===== src/design/nes_bus_pkg.sv =====
`default_nettype none

package nes_bus_pkg;

	typedef logic [15:0] addr_t; // CPU bus address
	typedef logic [7:0]  byte_t; // Data byte

	localparam int CPU_DIV = 12; // clk cycles per CPU cycle

	// Address map
	localparam addr_t OAM_DMA_ADDR  = 16'h4014; // Sprite DMA page register
	localparam addr_t OAM_DATA_ADDR = 16'h2004; // Sprite data port
	localparam addr_t IO_BASE       = 16'h4000; // Internal I/O window start
	localparam addr_t IO_END        = 16'h4018; // First address past the window
	localparam addr_t JOY1_ADDR     = 16'h4016;
	localparam addr_t JOY2_ADDR     = 16'h4017;

	// Bit 0 means CPU paused, bit 1 means DMA owns the bus
	typedef enum logic [1:0] {
		SPR_IDLE  = 2'b00,
		SPR_ALIGN = 2'b01, // Waiting for an odd read cycle
		SPR_RUN   = 2'b11  // Read/write pairs in progress
	} spr_state_t;

	typedef enum logic {
		DMC_IDLE    = 1'b0,
		DMC_PENDING = 1'b1 // Steal the next even cycle
	} dmc_state_t;

	typedef enum logic [1:0] {
		SRC_EXT  = 2'd0, // External memory
		SRC_JOY1 = 2'd1,
		SRC_JOY2 = 2'd2,
		SRC_OPEN = 2'd3  // Last value seen on the bus
	} rd_src_t;

endpackage

`default_nettype wire


===== src/design/cycle_clock.sv =====
`timescale 1ns/1ps
`default_nettype none

// CPU cycle timing from the master clock
module cycle_clock
	import nes_bus_pkg::*;
(
	input  logic clk,
	input  logic reset,
	output logic cpu_ce,     // One clk pulse per CPU cycle
	output logic odd_cycle,  // 1 in odd CPU cycles
	output logic hold_reset  // Reset for the rest of the system
);

	logic [3:0] div_cnt; // Position inside the CPU cycle

	// Last clk of the CPU cycle
	assign cpu_ce = (div_cnt == 4'(CPU_DIV - 1));

	always_ff @(posedge clk) begin
		if (reset) begin
			div_cnt <= '0;
		end else if (cpu_ce) begin
			div_cnt <= '0; // Wrap at the cycle boundary
		end else begin
			div_cnt <= div_cnt + 4'd1;
		end
	end

	// Keep the system in reset until a cycle boundary
	always_ff @(posedge clk) begin
		if (reset) begin
			hold_reset <= 1'b1;
		end else if (cpu_ce) begin
			hold_reset <= 1'b0; // Released aligned to a CPU cycle
		end
	end

	// Even/odd phase, flips on every cycle boundary
	always_ff @(posedge clk) begin
		if (reset) begin
			odd_cycle <= 1'b1;
		end else if (cpu_ce) begin
			odd_cycle <= ~odd_cycle;
		end
	end

endmodule

`default_nettype wire


===== src/design/dma_control.sv =====
`timescale 1ns/1ps
`default_nettype none

// Sprite and DMC DMA sequencing
// Sprite reads land on even cycles, writes to the sprite port on odd ones.
// A DMC fetch takes an even cycle; an interrupted sprite transfer drops back
// to alignment, so the odd cycle after the fetch stays idle
module dma_control
	import nes_bus_pkg::*;
(
	input  logic clk,
	input  logic reset,
	input  logic cpu_ce,
	input  logic odd_cycle,
	input  logic cpu_rnw,        // CPU is in a read cycle
	input  logic sprite_trigger, // CPU wrote the page register
	input  logic dmc_trigger,    // DMC wants a byte
	input  logic page_end,       // Low address byte at FF
	output logic dma_enable,     // DMA owns the bus
	output logic dma_read,       // DMA direction, 1 = read
	output logic addr_step,      // Advance the page address
	output logic dmc_ack,        // DMC byte is on the bus this cycle
	output logic pause_cpu
);

	spr_state_t spr_state;
	dmc_state_t dmc_state;

	always_ff @(posedge clk) begin
		if (reset) begin
			spr_state <= SPR_IDLE;
			dmc_state <= DMC_IDLE;
		end else if (cpu_ce) begin
			// DMC request is only taken while the CPU reads, on an even cycle
			case (dmc_state)
				DMC_IDLE:
					if (dmc_trigger && cpu_rnw && !odd_cycle)
						dmc_state <= DMC_PENDING;
				DMC_PENDING:
					if (!odd_cycle)
						dmc_state <= DMC_IDLE; // Ack cycle done
				default: dmc_state <= DMC_IDLE;
			endcase

			if (sprite_trigger) begin
				spr_state <= SPR_ALIGN; // Pause CPU, wait for phase
			end else begin
				case (spr_state)
					SPR_IDLE: ;
					SPR_ALIGN:
						if (cpu_rnw && odd_cycle)
							spr_state <= SPR_RUN; // Next cycle is an even read
					SPR_RUN:
						if (!odd_cycle && dmc_state == DMC_PENDING)
							spr_state <= SPR_ALIGN; // DMC took this read slot
						else if (odd_cycle && page_end)
							spr_state <= SPR_IDLE; // Byte FF written
					default: spr_state <= SPR_IDLE;
				endcase
			end
		end
	end

	assign dmc_ack    = (dmc_state == DMC_PENDING) && !odd_cycle;
	assign dma_enable = dmc_ack || (spr_state == SPR_RUN);
	assign dma_read   = !odd_cycle; // Reads even, writes odd
	assign addr_step  = (spr_state == SPR_RUN) && odd_cycle;
	assign pause_cpu  = (spr_state != SPR_IDLE) || dmc_trigger;

endmodule

`default_nettype wire


===== src/design/oam_dma_path.sv =====
`timescale 1ns/1ps
`default_nettype none

// Sprite page address, data latch and bus source select
module oam_dma_path
	import nes_bus_pkg::*;
(
	input  logic  clk,
	input  logic  reset,
	input  logic  cpu_ce,
	input  logic  odd_cycle,
	input  logic  sprite_trigger,
	input  logic  addr_step,
	input  logic  dma_enable,
	input  logic  dma_read,
	input  logic  dmc_ack,
	input  logic  cpu_rnw,
	input  addr_t cpu_addr,
	input  addr_t dmc_addr,
	input  byte_t cpu_dout,
	input  byte_t cpu_din,    // Read data, also the DMA source
	output logic  page_end,
	output addr_t bus_addr,
	output byte_t bus_dout,
	output logic  bus_rnw
);

	addr_t page_addr; // Sprite source address
	byte_t spr_data;  // Byte on its way to the sprite port

	always_ff @(posedge clk) begin
		if (reset) begin
			page_addr <= '0;
		end else if (cpu_ce) begin
			if (sprite_trigger)
				page_addr <= {cpu_dout, 8'h00}; // New page, start at 00
			else if (addr_step)
				page_addr[7:0] <= page_addr[7:0] + 8'd1; // Page number stays
		end
	end

	// Capture on sprite read cycles only, DMC bytes go to the DMC
	always_ff @(posedge clk) begin
		if (cpu_ce && dma_enable && dma_read && !dmc_ack)
			spr_data <= cpu_din;
	end

	assign page_end = (page_addr[7:0] == 8'hFF);

	always_comb begin
		if (dmc_ack)
			bus_addr = dmc_addr;
		else if (dma_enable)
			bus_addr = odd_cycle ? OAM_DATA_ADDR : page_addr;
		else
			bus_addr = cpu_addr;
	end

	assign bus_dout = dma_enable ? spr_data : cpu_dout;
	assign bus_rnw  = dma_enable ? dma_read : cpu_rnw;

endmodule

`default_nettype wire


===== src/design/bus_decode.sv =====
`timescale 1ns/1ps
`default_nettype none

// Decode of the shared bus
// I/O window 4000-4017 is internal, everything else goes to external memory
module bus_decode
	import nes_bus_pkg::*;
(
	input  logic       clk,
	input  logic       reset,
	input  logic       cpu_ce,
	input  logic       bus_rnw,
	input  addr_t      bus_addr,
	input  byte_t      bus_dout,
	input  byte_t      ram_din,      // External memory data
	input  logic [4:0] joypad1_data,
	input  logic [4:0] joypad2_data,
	output byte_t      cpu_din,
	output logic       bus_read,
	output logic       bus_write,
	output logic       sprite_trigger,
	output logic [2:0] joypad_out,   // Strobe and expansion bits
	output logic [1:0] joypad_clock  // One bit per port
);

	logic    io_sel;   // Address in the internal window
	logic    joy1_sel;
	logic    joy2_sel;
	rd_src_t rd_src;
	byte_t   open_bus; // Last byte on the data bus

	assign io_sel   = (bus_addr >= IO_BASE) && (bus_addr < IO_END);
	assign joy1_sel = (bus_addr == JOY1_ADDR);
	assign joy2_sel = (bus_addr == JOY2_ADDR);

	always_comb begin
		if (!io_sel)
			rd_src = SRC_EXT;
		else if (joy1_sel)
			rd_src = SRC_JOY1;
		else if (joy2_sel)
			rd_src = SRC_JOY2;
		else
			rd_src = SRC_OPEN; // Unmapped I/O, 4015 included
	end

	// Pads only drive the low five bits
	always_comb begin
		case (rd_src)
			SRC_EXT:  cpu_din = ram_din;
			SRC_JOY1: cpu_din = {open_bus[7:5], joypad1_data};
			SRC_JOY2: cpu_din = {open_bus[7:5], joypad2_data};
			default:  cpu_din = open_bus;
		endcase
	end

	// External strobes, one clk per CPU cycle
	assign bus_read  = cpu_ce && bus_rnw && !io_sel;
	assign bus_write = cpu_ce && !bus_rnw && !io_sel;

	assign sprite_trigger = cpu_ce && !bus_rnw && (bus_addr == OAM_DMA_ADDR);

	// Pad shift clocks on reads
	assign joypad_clock = {cpu_ce && bus_rnw && joy2_sel,
		cpu_ce && bus_rnw && joy1_sel};

	always_ff @(posedge clk) begin
		if (reset) begin
			joypad_out <= '0;
		end else if (cpu_ce && !bus_rnw && joy1_sel) begin
			joypad_out <= bus_dout[2:0]; // Bit 0 is the pad strobe
		end
	end

	// Bus keeps its last value when nothing drives it
	always_ff @(posedge clk) begin
		if (cpu_ce)
			open_bus <= cpu_din;
	end

endmodule

`default_nettype wire


===== src/design/nes_bus_top.sv =====
`timescale 1ns/1ps
`default_nettype none

// CPU-side bus with sprite and DMC DMA
module nes_bus_top
	import nes_bus_pkg::*;
(
	input  logic       clk,
	input  logic       reset,
	input  addr_t      cpu_addr,
	input  addr_t      dmc_addr,
	input  logic       cpu_rnw,
	input  logic       dmc_trigger,
	input  byte_t      cpu_dout,
	input  byte_t      ram_din,
	input  logic [4:0] joypad1_data,
	input  logic [4:0] joypad2_data,
	output byte_t      cpu_din,
	output byte_t      bus_dout,
	output addr_t      bus_addr,
	output logic       bus_read,
	output logic       bus_write,
	output logic       cpu_ce,
	output logic       pause_cpu,
	output logic       dmc_ack,
	output logic [2:0] joypad_out,
	output logic [1:0] joypad_clock
);

	logic odd_cycle;
	logic hold_reset;     // Cycle-aligned system reset
	logic dma_enable;
	logic dma_read;
	logic addr_step;
	logic page_end;
	logic sprite_trigger;
	logic bus_rnw;        // Direction after the DMA mux

	cycle_clock u_cycle_clock (
		.clk        (clk),
		.reset      (reset),
		.cpu_ce     (cpu_ce),
		.odd_cycle  (odd_cycle),
		.hold_reset (hold_reset)
	);

	dma_control u_dma_control (
		.clk            (clk),
		.reset          (hold_reset),
		.cpu_ce         (cpu_ce),
		.odd_cycle      (odd_cycle),
		.cpu_rnw        (cpu_rnw),        // CPU side, not the muxed bus
		.sprite_trigger (sprite_trigger),
		.dmc_trigger    (dmc_trigger),
		.page_end       (page_end),
		.dma_enable     (dma_enable),
		.dma_read       (dma_read),
		.addr_step      (addr_step),
		.dmc_ack        (dmc_ack),
		.pause_cpu      (pause_cpu)
	);

	oam_dma_path u_oam_dma_path (
		.clk            (clk),
		.reset          (hold_reset),
		.cpu_ce         (cpu_ce),
		.odd_cycle      (odd_cycle),
		.sprite_trigger (sprite_trigger),
		.addr_step      (addr_step),
		.dma_enable     (dma_enable),
		.dma_read       (dma_read),
		.dmc_ack        (dmc_ack),
		.cpu_rnw        (cpu_rnw),
		.cpu_addr       (cpu_addr),
		.dmc_addr       (dmc_addr),
		.cpu_dout       (cpu_dout),
		.cpu_din        (cpu_din),        // Read data feeds the sprite latch
		.page_end       (page_end),
		.bus_addr       (bus_addr),
		.bus_dout       (bus_dout),
		.bus_rnw        (bus_rnw)
	);

	bus_decode u_bus_decode (
		.clk            (clk),
		.reset          (hold_reset),
		.cpu_ce         (cpu_ce),
		.bus_rnw        (bus_rnw),
		.bus_addr       (bus_addr),
		.bus_dout       (bus_dout),
		.ram_din        (ram_din),
		.joypad1_data   (joypad1_data),
		.joypad2_data   (joypad2_data),
		.cpu_din        (cpu_din),
		.bus_read       (bus_read),
		.bus_write      (bus_write),
		.sprite_trigger (sprite_trigger),
		.joypad_out     (joypad_out),
		.joypad_clock   (joypad_clock)
	);

endmodule

`default_nettype wire


===== config.mk =====
export PLATFORM = sky130hd
export DESIGN_NAME = nes_bus_top
export DESIGN_NICKNAME = d
export VERILOG_FILES = /design/src/design/nes_bus_pkg.sv /design/src/design/cycle_clock.sv /design/src/design/dma_control.sv /design/src/design/oam_dma_path.sv /design/src/design/bus_decode.sv /design/src/design/nes_bus_top.sv
export SDC_FILE = /design/constraint.sdc
export NUM_CORES = 1
export LEC_CHECK = 0
export ABC_CLOCK_PERIOD_IN_PS = 3100
export BUFFER_PORTS_ARGS = -buffer_cell sky130_fd_sc_hd__buf_2
export CAP_MARGIN = 20
export CORE_ASPECT_RATIO = 1.1
export CORE_MARGIN = 5
export CORE_UTILIZATION = 49
export CTS_CLUSTER_DIAMETER = 50
export DETAILED_ROUTE_END_ITERATION = 12
export PLACE_DENSITY_LB_ADDON = 0.05
export SYNTH_ARGS = -nofsm -noshare
export SYNTH_HDL_FRONTEND = slang
export SYNTH_SLANG_ARGS = --single-unit

===== constraint.sdc =====
create_clock -name clk -period 3.1 [get_ports clk]
set_input_delay 0.155 -clock clk [delete_from_list [all_inputs] [get_ports clk]]
set_output_delay 0.155 -clock clk [all_outputs]
set_load 0.02 [all_outputs]

After elaboration in Yosys (flattened, before gate mapping)
Index checks and enable logic that the tools add are counted.
- register bits after elaboration: 44
- bits in latches: 0
- memory bits (writable): 0
- bits in read-only memories: 0
- input port bits: 62
- logic and storage cells: 79
- memories: 0
- add/sub/neg operators: 2
- multipliers: 0
- div/mod/pow operators: 0
- magnitude comparators: 2
- equality and inequality tests: 12
- shift-type cells: 0
- multiplexer cells: 19
- bitwise gates (word level): 2
- reduce and logical (&&, ||, !) cells: 32
- operators by type and width (operator ; number):
    $eq A16 B15 Y1 const B ; 3
    $mux W16 ; 3
    $mux W8 ; 3
    $pmux W8 S3 ; 1
    $logic_and A1 B1 Y1 ; 18
    $ge A16 B15 Y1 const B ; 1
    $lt A16 B15 Y1 const B ; 1
    $mux W2 ; 6
    $add A8 B1 Y8 const B ; 1
    $eq A8 B8 Y1 const B ; 1
    $pmux W2 S3 ; 1
    $add A4 B1 Y4 const B ; 1
    $eq A2 B1 Y1 const B ; 2
    $eq A2 B2 Y1 const B ; 2
    $eq A4 B4 Y1 const B ; 1
    $logic_not A1 Y1 ; 4
    $logic_not A2 Y1 ; 2
    $mux W1 ; 4
    $ne A4 B2 Y1 const B ; 1
    $reduce_and A2 Y1 ; 2
    $reduce_and A4 Y1 ; 1
    $reduce_bool A2 Y1 ; 2
    $ne A3 B2 Y1 const B ; 1
    $logic_or A1 B1 Y1 ; 2
    other kinds (4) ; 5

Depth between registers and ports, before layout
Gate-level depths: netlist (run 1).
- depth in word-level cells: 11
- mapped depth: 12
- depth with buffers taken out: 9

By module
Synthesis (run 1) repeated with hierarchy kept, for this count alone.
- cells, all modules: 285
- area total of the unflattened synthesis: 2636.3 µm²
- modules (own cells, without submodules) (module ; instances ; cells an instance ; area each (µm²)):
    oam_dma_path ; 1 ; 172 ; 1462.7
    bus_decode ; 1 ; 65 ; 701.9
    cycle_clock ; 1 ; 23 ; 254.0
    dma_control ; 1 ; 25 ; 217.7

Least setup slack after synthesis (run 1)
OpenSTA, ideal clock, no wires.
- kind: register to register
- start: register u_dma_control.spr_state[0]
- end: register u_bus_decode.open_bus[3] (data pin)
- setup time: 278 ps
- arrival: 2558 ps
- required time: 2822 ps
- path slack: 265 ps
- stages on the path, launching flop included: 11
- path buffers: 3
- period minus slack after synthesis: 2835 ps
- cells stage by stage: dfxtp_1 -> buf_6 -> and3b_4 -> buf_6 -> and3_1 -> a221o_1 -> nor3_4 -> and4_1 -> buf_4 -> o311ai_1 -> a2bb2oi_1
- word-level cells in the longest chain between the ends: 10
- elaborated cells on any way between the ends: 16
- classes of those cells: order compare (2); eq/ne (5); mux (6); reduce/logical (3)
- RTL lines (item ; line ; text):
    start, declared ; dma_control.sv:26 ; spr_state_t spr_state;
    start signal, assigned ; dma_control.sv:31 ; spr_state <= SPR_IDLE;
    start signal, assigned ; dma_control.sv:46 ; spr_state <= SPR_ALIGN;
    start signal, assigned ; dma_control.sv:52 ; spr_state <= SPR_RUN;
    $eq A2 B2 Y1 (*) ; dma_control.sv:65 ; assign dma_enable = dmc_ack || (spr_state == SPR_RUN);
    $logic_or A1 B1 Y1 (*) ; dma_control.sv:65 ;
    $mux W16 (*) ; oam_dma_path.sv:53 ; else if (dma_enable)
    $mux W16 (*) ; oam_dma_path.sv:51 ; if (dmc_ack)
    via bus_addr[6] ; nes_bus_top.sv:20 ; output addr_t bus_addr,
    parallel branches: the longest is 3 deep, another holds $ge A16 B15 Y1 ; n/a ;
    $mux W2 (*) ; bus_decode.sv:37 ; if (!io_sel)
    $eq A2 B2 Y1 (tied with other cells) ; bus_decode.sv:49 ; case (rd_src)
    $pmux W8 S3 (*) ; bus_decode.sv:49 ;
    via cpu_din[3] ; nes_bus_top.sv:18 ; output byte_t cpu_din,
    end signal, assigned ; bus_decode.sv:78 ; open_bus <= cpu_din;
    end, declared ; bus_decode.sv:30 ; byte_t open_bus;
Mark *: on every way through the listed nets, which the timed path passes.
A chain may end at the register's enable or synchronous reset.

Final worst setup path (run 1)
- start: register u_dma_control.spr_state[0]
- end: output cpu_din[1]
- word-level cells in the longest chain between the ends: 10
- elaborated cells on any way between the ends: 16
- classes of those cells: order compare (2); eq/ne (5); mux (6); reduce/logical (3)
- RTL lines (item ; line):
    $eq A2 B2 Y1 (*) ; dma_control.sv:65
    $logic_or A1 B1 Y1 (*) ; dma_control.sv:65
    $mux W16 (*) ; oam_dma_path.sv:53
    $mux W16 (*) ; oam_dma_path.sv:51
    parallel branches: the longest is 3 deep, another holds $ge A16 B15 Y1 ; n/a
    $mux W2 (*) ; bus_decode.sv:37
    $eq A2 B2 Y1 (tied with other cells) ; bus_decode.sv:49
    $pmux W8 S3 (*) ; bus_decode.sv:49
    end, declared ; nes_bus_top.sv:18
Every way passes the cells marked *.

==> impl_metrics.toml, run 1 <==
[synth]
syn_area_um2 = 2621
yosys.area_share.simple_pct = 29.55
synth_cells = 306
yosysMostFrequentCell = "nand2_1"
yosys_warnings = 0
synth_area_leader_cell = "dfxtp_1"
synth_fa_ha_area_share_pct = 0.9547
synth.area.top_cells = "dfxtp_1 21%, edfxtp_1 18%, nand2_1 7.7%"
synth_edf_count = 16
synth_top_family_by_area = "simple AND/OR/NAND/NOR gates"
synth.area.mux_share_pct = 0.7637
synth.avg_cell_area_um2 = 8.566
async_reset_ff_share_pct = 0
synth_seq_cells = 44
synth-main-ff-cell = "dfxtp_1"
seq_area_frac_synth_pct = 39.71
syn-num-nets = 370
synth_top_area_share_pct = 21.38
yosys-top-cells-count = "54 x nand2_1, 28 x dfxtp_1, 22 x a21oi_1, 20 x nor2_1"
synth_compound_area_share_pct = 20.10
synth_xor_area_share_pct = 3.007
synth_cell_types = 56

[global_routing]
grt_overflow_total = 0
grt_pass1_vias = 2587
grt_pass1_wl_mm = 12.29
antenna_found_initial = 0
grt_max_degree = 24
grt_usage_pct = 22.52

[worst_hold_path]
hp-class = "input pin to flop"
hold_start = "reset"
holdPathEnd = "u_cycle_clock.div_cnt[3]"
hold_depth = 2

[layout]
nets = 485
multiInputGateArea_um2 = 1506
layout-drive-gt1-share_pct = 36.97
areaGrowthSynthToFinish_pct = 33.89
fillers = 466
seq_area_um2 = 1041
antennaDiodeCount = 0

[floorplan]
start_util_pct = 49.55
num_io_pins = 104
die_y_um = 86.71
dieArea_um2 = 6914
fp.dieW_um = 79.74
rows = 28
core_area_um2 = 5290

[timing]
tightest_slew_ps = 845.3
rsz0062_at_grt = "true"
fin_ws_ps = 83.35
relSlewSlack_pct = 43.57
clock.fmax_ghz = 0.3315
hold_slack_ps = 82.83
fin_crit_sh_pct = 97.31
report.final.slew_viol_count = 0
hold_viol = 0
fin_crit_ps = 3017
setup_tns_ps = 0
setup_viol = 0
skew_ps = 12.76

[route]
wl_mm = 8.164
wl_met2_mm = 3.874
met3_length_um = 728
drt_iter0_markers = 166
drt-vias-per-instance = 5.668
drc = 0
wl_met1_mm = 3.404
vias = 2817
dr.max_layer_used = "met4"
wl_per_cell_um = 16.43
dr.pass1.iters = 5
detail-route-antenna-nets = 0

[setup_path]
cp-start-kind = "flop"
setup.worst_path.start = "u_dma_control.spr_state[0]"
critPathMaxFanout = 9
r2r-start = "u_dma_control.spr_state[0]"
r2r_cells = 11
rrSetupSlack_ps = 330
r2r_end = "u_oam_dma_path.page_addr[6]"
cp_data_required_time_ps = 2940
worst-setup-path-type = "flop to primary output"
arrival_ps = 2860
end_kind = "primary output"

[clock_tree]
cts_hold_buf = 0
cts-buffers-inserted = 5
htreeDepth = 2
cts_buffer_depth = 2
clock_latency_ps = 300
cts.clk_slew.worst_paths_ps = 90
numClockSinks = 44
cts_tree = "done"
clockRootBuffer = "clkbuf_8"

[power_and_ir_drop]
internal-power_uw = 911.2
sequentialPowerShare_pct = 49.5
vdd_drop_max_mv = 0.2995
power_switching_uw = 305.3
comb_power_share_pct = 13.9
switching_share_pct = 25.10
power_frac_clock_pct = 36.6
p_leak_nw = 1.450
powerDensity_nw_per_um2 = 346.6

[place]
gp_congestion = 0.8503
hpwlAfterDp_mm = 6.084
portBuffers = 103
pre_cts_slack_ps = 229.0

[run]
drv_cap = 0

[run_status]
status = "finished clean"
==> worst max-delay path, stage by stage (launching register included) <==
cell and delay (ps):
dfxtp_1 330, buf_4 160, and3b_4 200, buf_4 130, a22o_1 170, a21oi_1 200
clkinv_1 300, and2_1 330, nand3_2 150, o211ai_4 120, buf_4 160, a2bb2oi_4 140
buf_4 180
==> logic make-up after synthesis <==
| kind of cell | after synthesis |
|---|---|
| adder cells (fa/ha/maj) | 2 |
| multiplexers | 2 |
| AND/OR/NAND/NOR | 145 |
| buffers and inverters | 27 |
| XOR/XNOR | 9 |
| flip-flops | 44 |
| AO/OA/AOI/OAI | 77 |
==> cell usage in the layout, fill, tap and decap left out, drive strengths merged, types with 3 or more instances in the layout <==
| master | Yosys | layout |
|---|---|---|
| xor2 | 4 | 4 |
| a32oi | 9 | 9 |
| a2bb2oi | 5 | 5 |
| or2 | 3 | 3 |
| clkinv | 2 | 5 |
| a22oi | 4 | 4 |
| clkbuf | 9 | 5 |
| dfxtp | 28 | 28 |
| nand4 | 9 | 9 |
| nor4 | 6 | 6 |
| a31oi | 3 | 3 |
| nand2 | 54 | 54 |
| nor3 | 17 | 17 |
| nor2 | 21 | 21 |
| o21ai | 15 | 15 |
| inv | 5 | 4 |
| and2 | 5 | 5 |
| a221o | 3 | 3 |
| a21oi | 22 | 22 |
| and3 | 4 | 4 |
| o311ai | 3 | 3 |
| nand3 | 11 | 11 |
| edfxtp | 16 | 16 |
| nand4b | 3 | 3 |
| xnor2 | 5 | 5 |
| nor3b | 3 | 3 |
| o211ai | 5 | 5 |
| buf | 11 | 128 |
==> through the flow <==
stage | cell area [µm²] | cells | utilization (%) | total power, mW
final | 3510 | 497 | 66.34 | 1.217
after floorplan | 2621 | 306 | - | 0.6978
after global routing | 3510 | 497 | 66.34 | 1.271
after CTS | 3337 | 487 | 63.08 | 1.219
after global placement | 3207 | 478 | 60.62 | 0.7739
after detailed placement | 3207 | 478 | 60.62 | 0.7741
==> routing by layer <==
metal	vias to the layer above	track usage, %
li1	1371	-
met1	1300	28.91
met2	130	36.60
met3	16	6.757
met4	0	6.759
met5	-	0
==> worst max path at each step <==
| stage | end | slack (ps) | cells after the start |
|---|---|---|---|
| 2_1_floorplan | u_bus_decode.open_bus[3] | 260 | 10 |
| 3_5_place_dp | cpu_din[3] | 230 | 9 |
| 4_1_cts | cpu_din[3] | 10 | 9 |
| 3_3_place_gp | cpu_din[4] | 290 | 9 |
| 5_1_grt | cpu_din[4] | -90 | 10 |
| 6_report | cpu_din[1] | 80 | 12 |
==> power by group through the flow <==
stage               clock network (mW)  registers (mW)  logic (mW)
floorplan                            0           0.616      0.0822
global placement                     0           0.616       0.158
detailed placement                   0           0.616       0.158
CTS                              0.456           0.603       0.161
global route                     0.483           0.603       0.185
finish                           0.445           0.603       0.169
==> repair_timing <==
action | CTS | global route
pin swaps | 1 | 6
setup endpoints to repair | 5 | 8
buffers inserted | 1 | 10
gates resized for setup | 2 | 20
==> area by class of cell <==
cell class | count | share of cell area (%)
timing repair buffer | 128 | 20.78
sequential | 44 | 29.66
clock inverter | 3 | 1.212
tap | 75 | 2.674
multi-input combinational | 235 | 42.92
inverter | 7 | 0.7843
clock buffer | 5 | 1.961
==> registers in the layout (all words and copies together) (netlist names) <==
signal and flops:
u_bus_decode.joypad_out 3, u_bus_decode.open_bus 8, u_cycle_clock.div_cnt 4, u_cycle_clock.hold_reset 1, u_cycle_clock.odd_cycle 1, u_dma_control.dmc_state 1, u_dma_control.spr_state 2, u_oam_dma_path.page_addr 16
u_oam_dma_path.spr_data 8
Power figures use the tool's default switching activity.
==> inputs of run 2 (changes only) <==
--- a/config.mk
+++ b/config.mk
@@ -5,12 +5,14 @@
 export SDC_FILE = /design/constraint.sdc
 export NUM_CORES = 1
 export LEC_CHECK = 0
-export ABC_CLOCK_PERIOD_IN_PS = 3100
+export ABC_CLOCK_PERIOD_IN_PS = 2700
 export BUFFER_PORTS_ARGS = -buffer_cell sky130_fd_sc_hd__buf_2
 export CAP_MARGIN = 20
+export CELL_PAD_IN_SITES_DETAIL_PLACEMENT = 2
+export CELL_PAD_IN_SITES_GLOBAL_PLACEMENT = 2
 export CORE_ASPECT_RATIO = 1.1
 export CORE_MARGIN = 5
-export CORE_UTILIZATION = 49
+export CORE_UTILIZATION = 25
 export CTS_CLUSTER_DIAMETER = 50
 export DETAILED_ROUTE_END_ITERATION = 12
 export PLACE_DENSITY_LB_ADDON = 0.05
==> constraint.sdc (replaced) <==
create_clock -name clk -period 2.7 [get_ports clk]
set_input_delay 0.135 -clock clk [delete_from_list [all_inputs] [get_ports clk]]
set_output_delay 0.135 -clock clk [all_outputs]
set_load 0.02 [all_outputs]
==> run 2 against run 1 <==
Net effect: the flow now finishes with violations (setup timing); wire length up 44%; largest cell class unchanged; global-route usage down 4.7 points; setup slack worse by 220 ps; clock power up 62%; clock skew down 4.2 ps; sequential power up 14%; clock-buffer cell count unchanged; die area up 83%.
==> impl_metrics.toml, run 2 (same netlist as run 1, synthesis figures left out) <==
[worst_hold_path]
hp-class = "input pin to flop"
holdPathEnd = "u_cycle_clock.div_cnt[2]"
hold_start = "reset"
hold_depth = 2

[floorplan]
dieArea_um2 = 12640
core_area_um2 = 10340
rows = 39
die_y_um = 117.4
num_io_pins = 104
start_util_pct = 25.34
fp.dieW_um = 107.6

[clock_tree]
cts-buffers-inserted = 5
clock_latency_ps = 290
cts.clk_slew.worst_paths_ps = 70
cts_tree = "done"
cts_buffer_depth = 2
clockRootBuffer = "clkbuf_16"
htreeDepth = 2
numClockSinks = 44

[layout]
seq_area_um2 = 1054
layout_commonest_cell = "buf_2"
nets = 519
fillers = 1177
layout-drive-gt1-share_pct = 49.56
regMostFlops = "u_oam_dma_path.page_addr"
antennaDiodeCount = 0
reg_top3 = "u_oam_dma_path.page_addr x16, u_bus_decode.open_bus x8, u_oam_dma_path.spr_data x8"
largest_register_ff_count = 16
areaGrowthSynthToFinish_pct = 63.15
layout_common_cells = "93 x buf_2, 48 x buf_4, 46 x nand2_1, 24 x dfxtp_1, 22 x a21oi_1"
multiInputGateArea_um2 = 1745

[global_routing]
grt_max_degree = 24
grt_overflow_total = 0
antenna_found_initial = 0
grt_pass1_vias = 3262
grt_usage_pct = 17.79
grt_pass1_wl_mm = 17.94

[timing]
setup_viol = 11
fin_crit_sh_pct = 105.2
rsz0062_at_grt = "true"
relSlewSlack_pct = 35.98
fin_ws_ps = -140.5
hold_viol = 0
fin_crit_ps = 2840
skew_ps = 8.585
tightest_slew_ps = 959.1
hold_slack_ps = 97.15
clock.fmax_ghz = 0.3521
report.final.slew_viol_count = 0

[route]
dr.pass1.iters = 4
vias = 3027
drt_iter0_markers = 101
wl_per_cell_um = 19.64
wl_mm = 11.76
drt-vias-per-instance = 5.053
detail-route-antenna-nets = 0
drc = 0

[setup_path]
arrival_ps = 2710
r2r-start = "u_cycle_clock.odd_cycle"
worst-path-buf-inv = 2
end_kind = "primary output"
crit_family = "simple AND/OR/NAND/NOR gates"
worst-setup-path-type = "flop to primary output"
r2r_cells = 10
rrSetupSlack_ps = -70
cp_slowest_stage_delay_ps = 370
critPathMaxFanout = 6
cp_data_required_time_ps = 2570
cp_cell_sequence = "and3b_2 -> and3_4 -> a221o_1 -> nor3_4 -> and4_4 -> buf_12 -> o221ai_2 -> a2bb2oi_2 -> buf_6"
r2r_end = "u_bus_decode.open_bus[2]"
critPathSlowestCell = "dfxtp_4"
cp-start-kind = "flop"

[place]
hpwlAfterDp_mm = 8.555
gp_congestion = 0.8381
portBuffers = 103
pre_cts_slack_ps = -122.3

[run_status]
violations = "setup timing"
status = "finished, violations left"

[power_and_ir_drop]
p_leak_nw = 1.705
vdd_drop_max_mv = 0.2460
powerDensity_nw_per_um2 = 386.4

[run]
drv_cap = 0
run 2: cell types whose count changed in the layout (fill, tap and decap cells not counted), moves of 4 or more:
cell       previous run  this run
clkbuf_16             0         5
dfxtp_1              28        24
buf_4                27        48
clkbuf_8              5         0
buf_2                99        93
a32oi_1               9         4
a32oi_2               0         4
nand2_1              53        46
buf_6                 1        14
nand2_2               1         8
run 2: metal layers:
| layer | track usage [%] | wire length [µm] | vias to the layer above | share of wire (%) |
|---|---|---|---|---|
| met5 | 0 | 0 | - | 0 |
| met4 | 2.999 | 191 | 0 | 1.6 |
| met3 | 3.462 | 577 | 14 | 4.9 |
| met2 | 30.40 | 5773 | 97 | 49 |
| met1 | 23.45 | 5221 | 1472 | 44 |
| li1 | - | - | 1444 | - |
run 2: layout make-up:
cell class | count | share of cell area (%)
Sequential cell | 44 | 24.63
Tap cell | 143 | 4.184
Clock inverter | 3 | 1.083
Inverter | 7 | 0.7899
Multi-Input combinational cell | 236 | 40.81
Clock buffer | 5 | 2.926
Timing Repair Buffer | 161 | 25.57
run 2: how the worst max path moves through the flow:
| stage | depth (start not counted) | start | endpoint |
|---|---|---|---|
| finish | 9 | u_cycle_clock.odd_cycle | cpu_din[4] |
| global route | 11 | u_cycle_clock.odd_cycle | cpu_din[2] |
| CTS | 9 | u_cycle_clock.odd_cycle | cpu_din[4] |
| detailed placement | 10 | u_dma_control.spr_state[0] | cpu_din[4] |
| global placement | 10 | u_dma_control.spr_state[0] | cpu_din[0] |
| floorplan | 10 | u_dma_control.spr_state[0] | u_bus_decode.open_bus[0] |
run 2: metrics by stage:
step | setup TNS (ps) | total power, mW | utilization (%) | cells | cell area [µm²]
6_report | -958.2 | 1.652 | 41.34 | 599 | 4277
2_1_floorplan | -951.8 | 0.8015 | - | 306 | 2628
3_5_place_dp | -469.3 | 0.9081 | 33.43 | 564 | 3458
3_3_place_gp | 0 | 0.9049 | 33.43 | 564 | 3458
4_1_cts | -548.4 | 1.662 | 38.39 | 585 | 3971
5_1_grt | -2335 | 1.722 | 41.34 | 599 | 4277
run 2: what timing repair did:
action                     CTS  global route
resized for setup           61            32
setup endpoints to repair   20            17
hold endpoints to repair     0             0
hold buffers                 0             0
setup buffers               12            14
pin swaps                   17            11
gates cloned                 1             0
run 2: worst reg2reg max path, delay by kind of cell (launching register included):
family          cells  cell delay [ps]
flops               1              370
compound gates      3              750
buf+inv             3              460
simple gates        4              960
run 2: report_power, final:
part | switching (mW) | leakage (nW) | total [mW] | internal, mW
Combinational | 0.133 | 1.25 | 0.241 | 0.108
Sequential | 0.00298 | 0.372 | 0.689 | 0.686
Clock | 0.282 | 0.0804 | 0.722 | 0.440
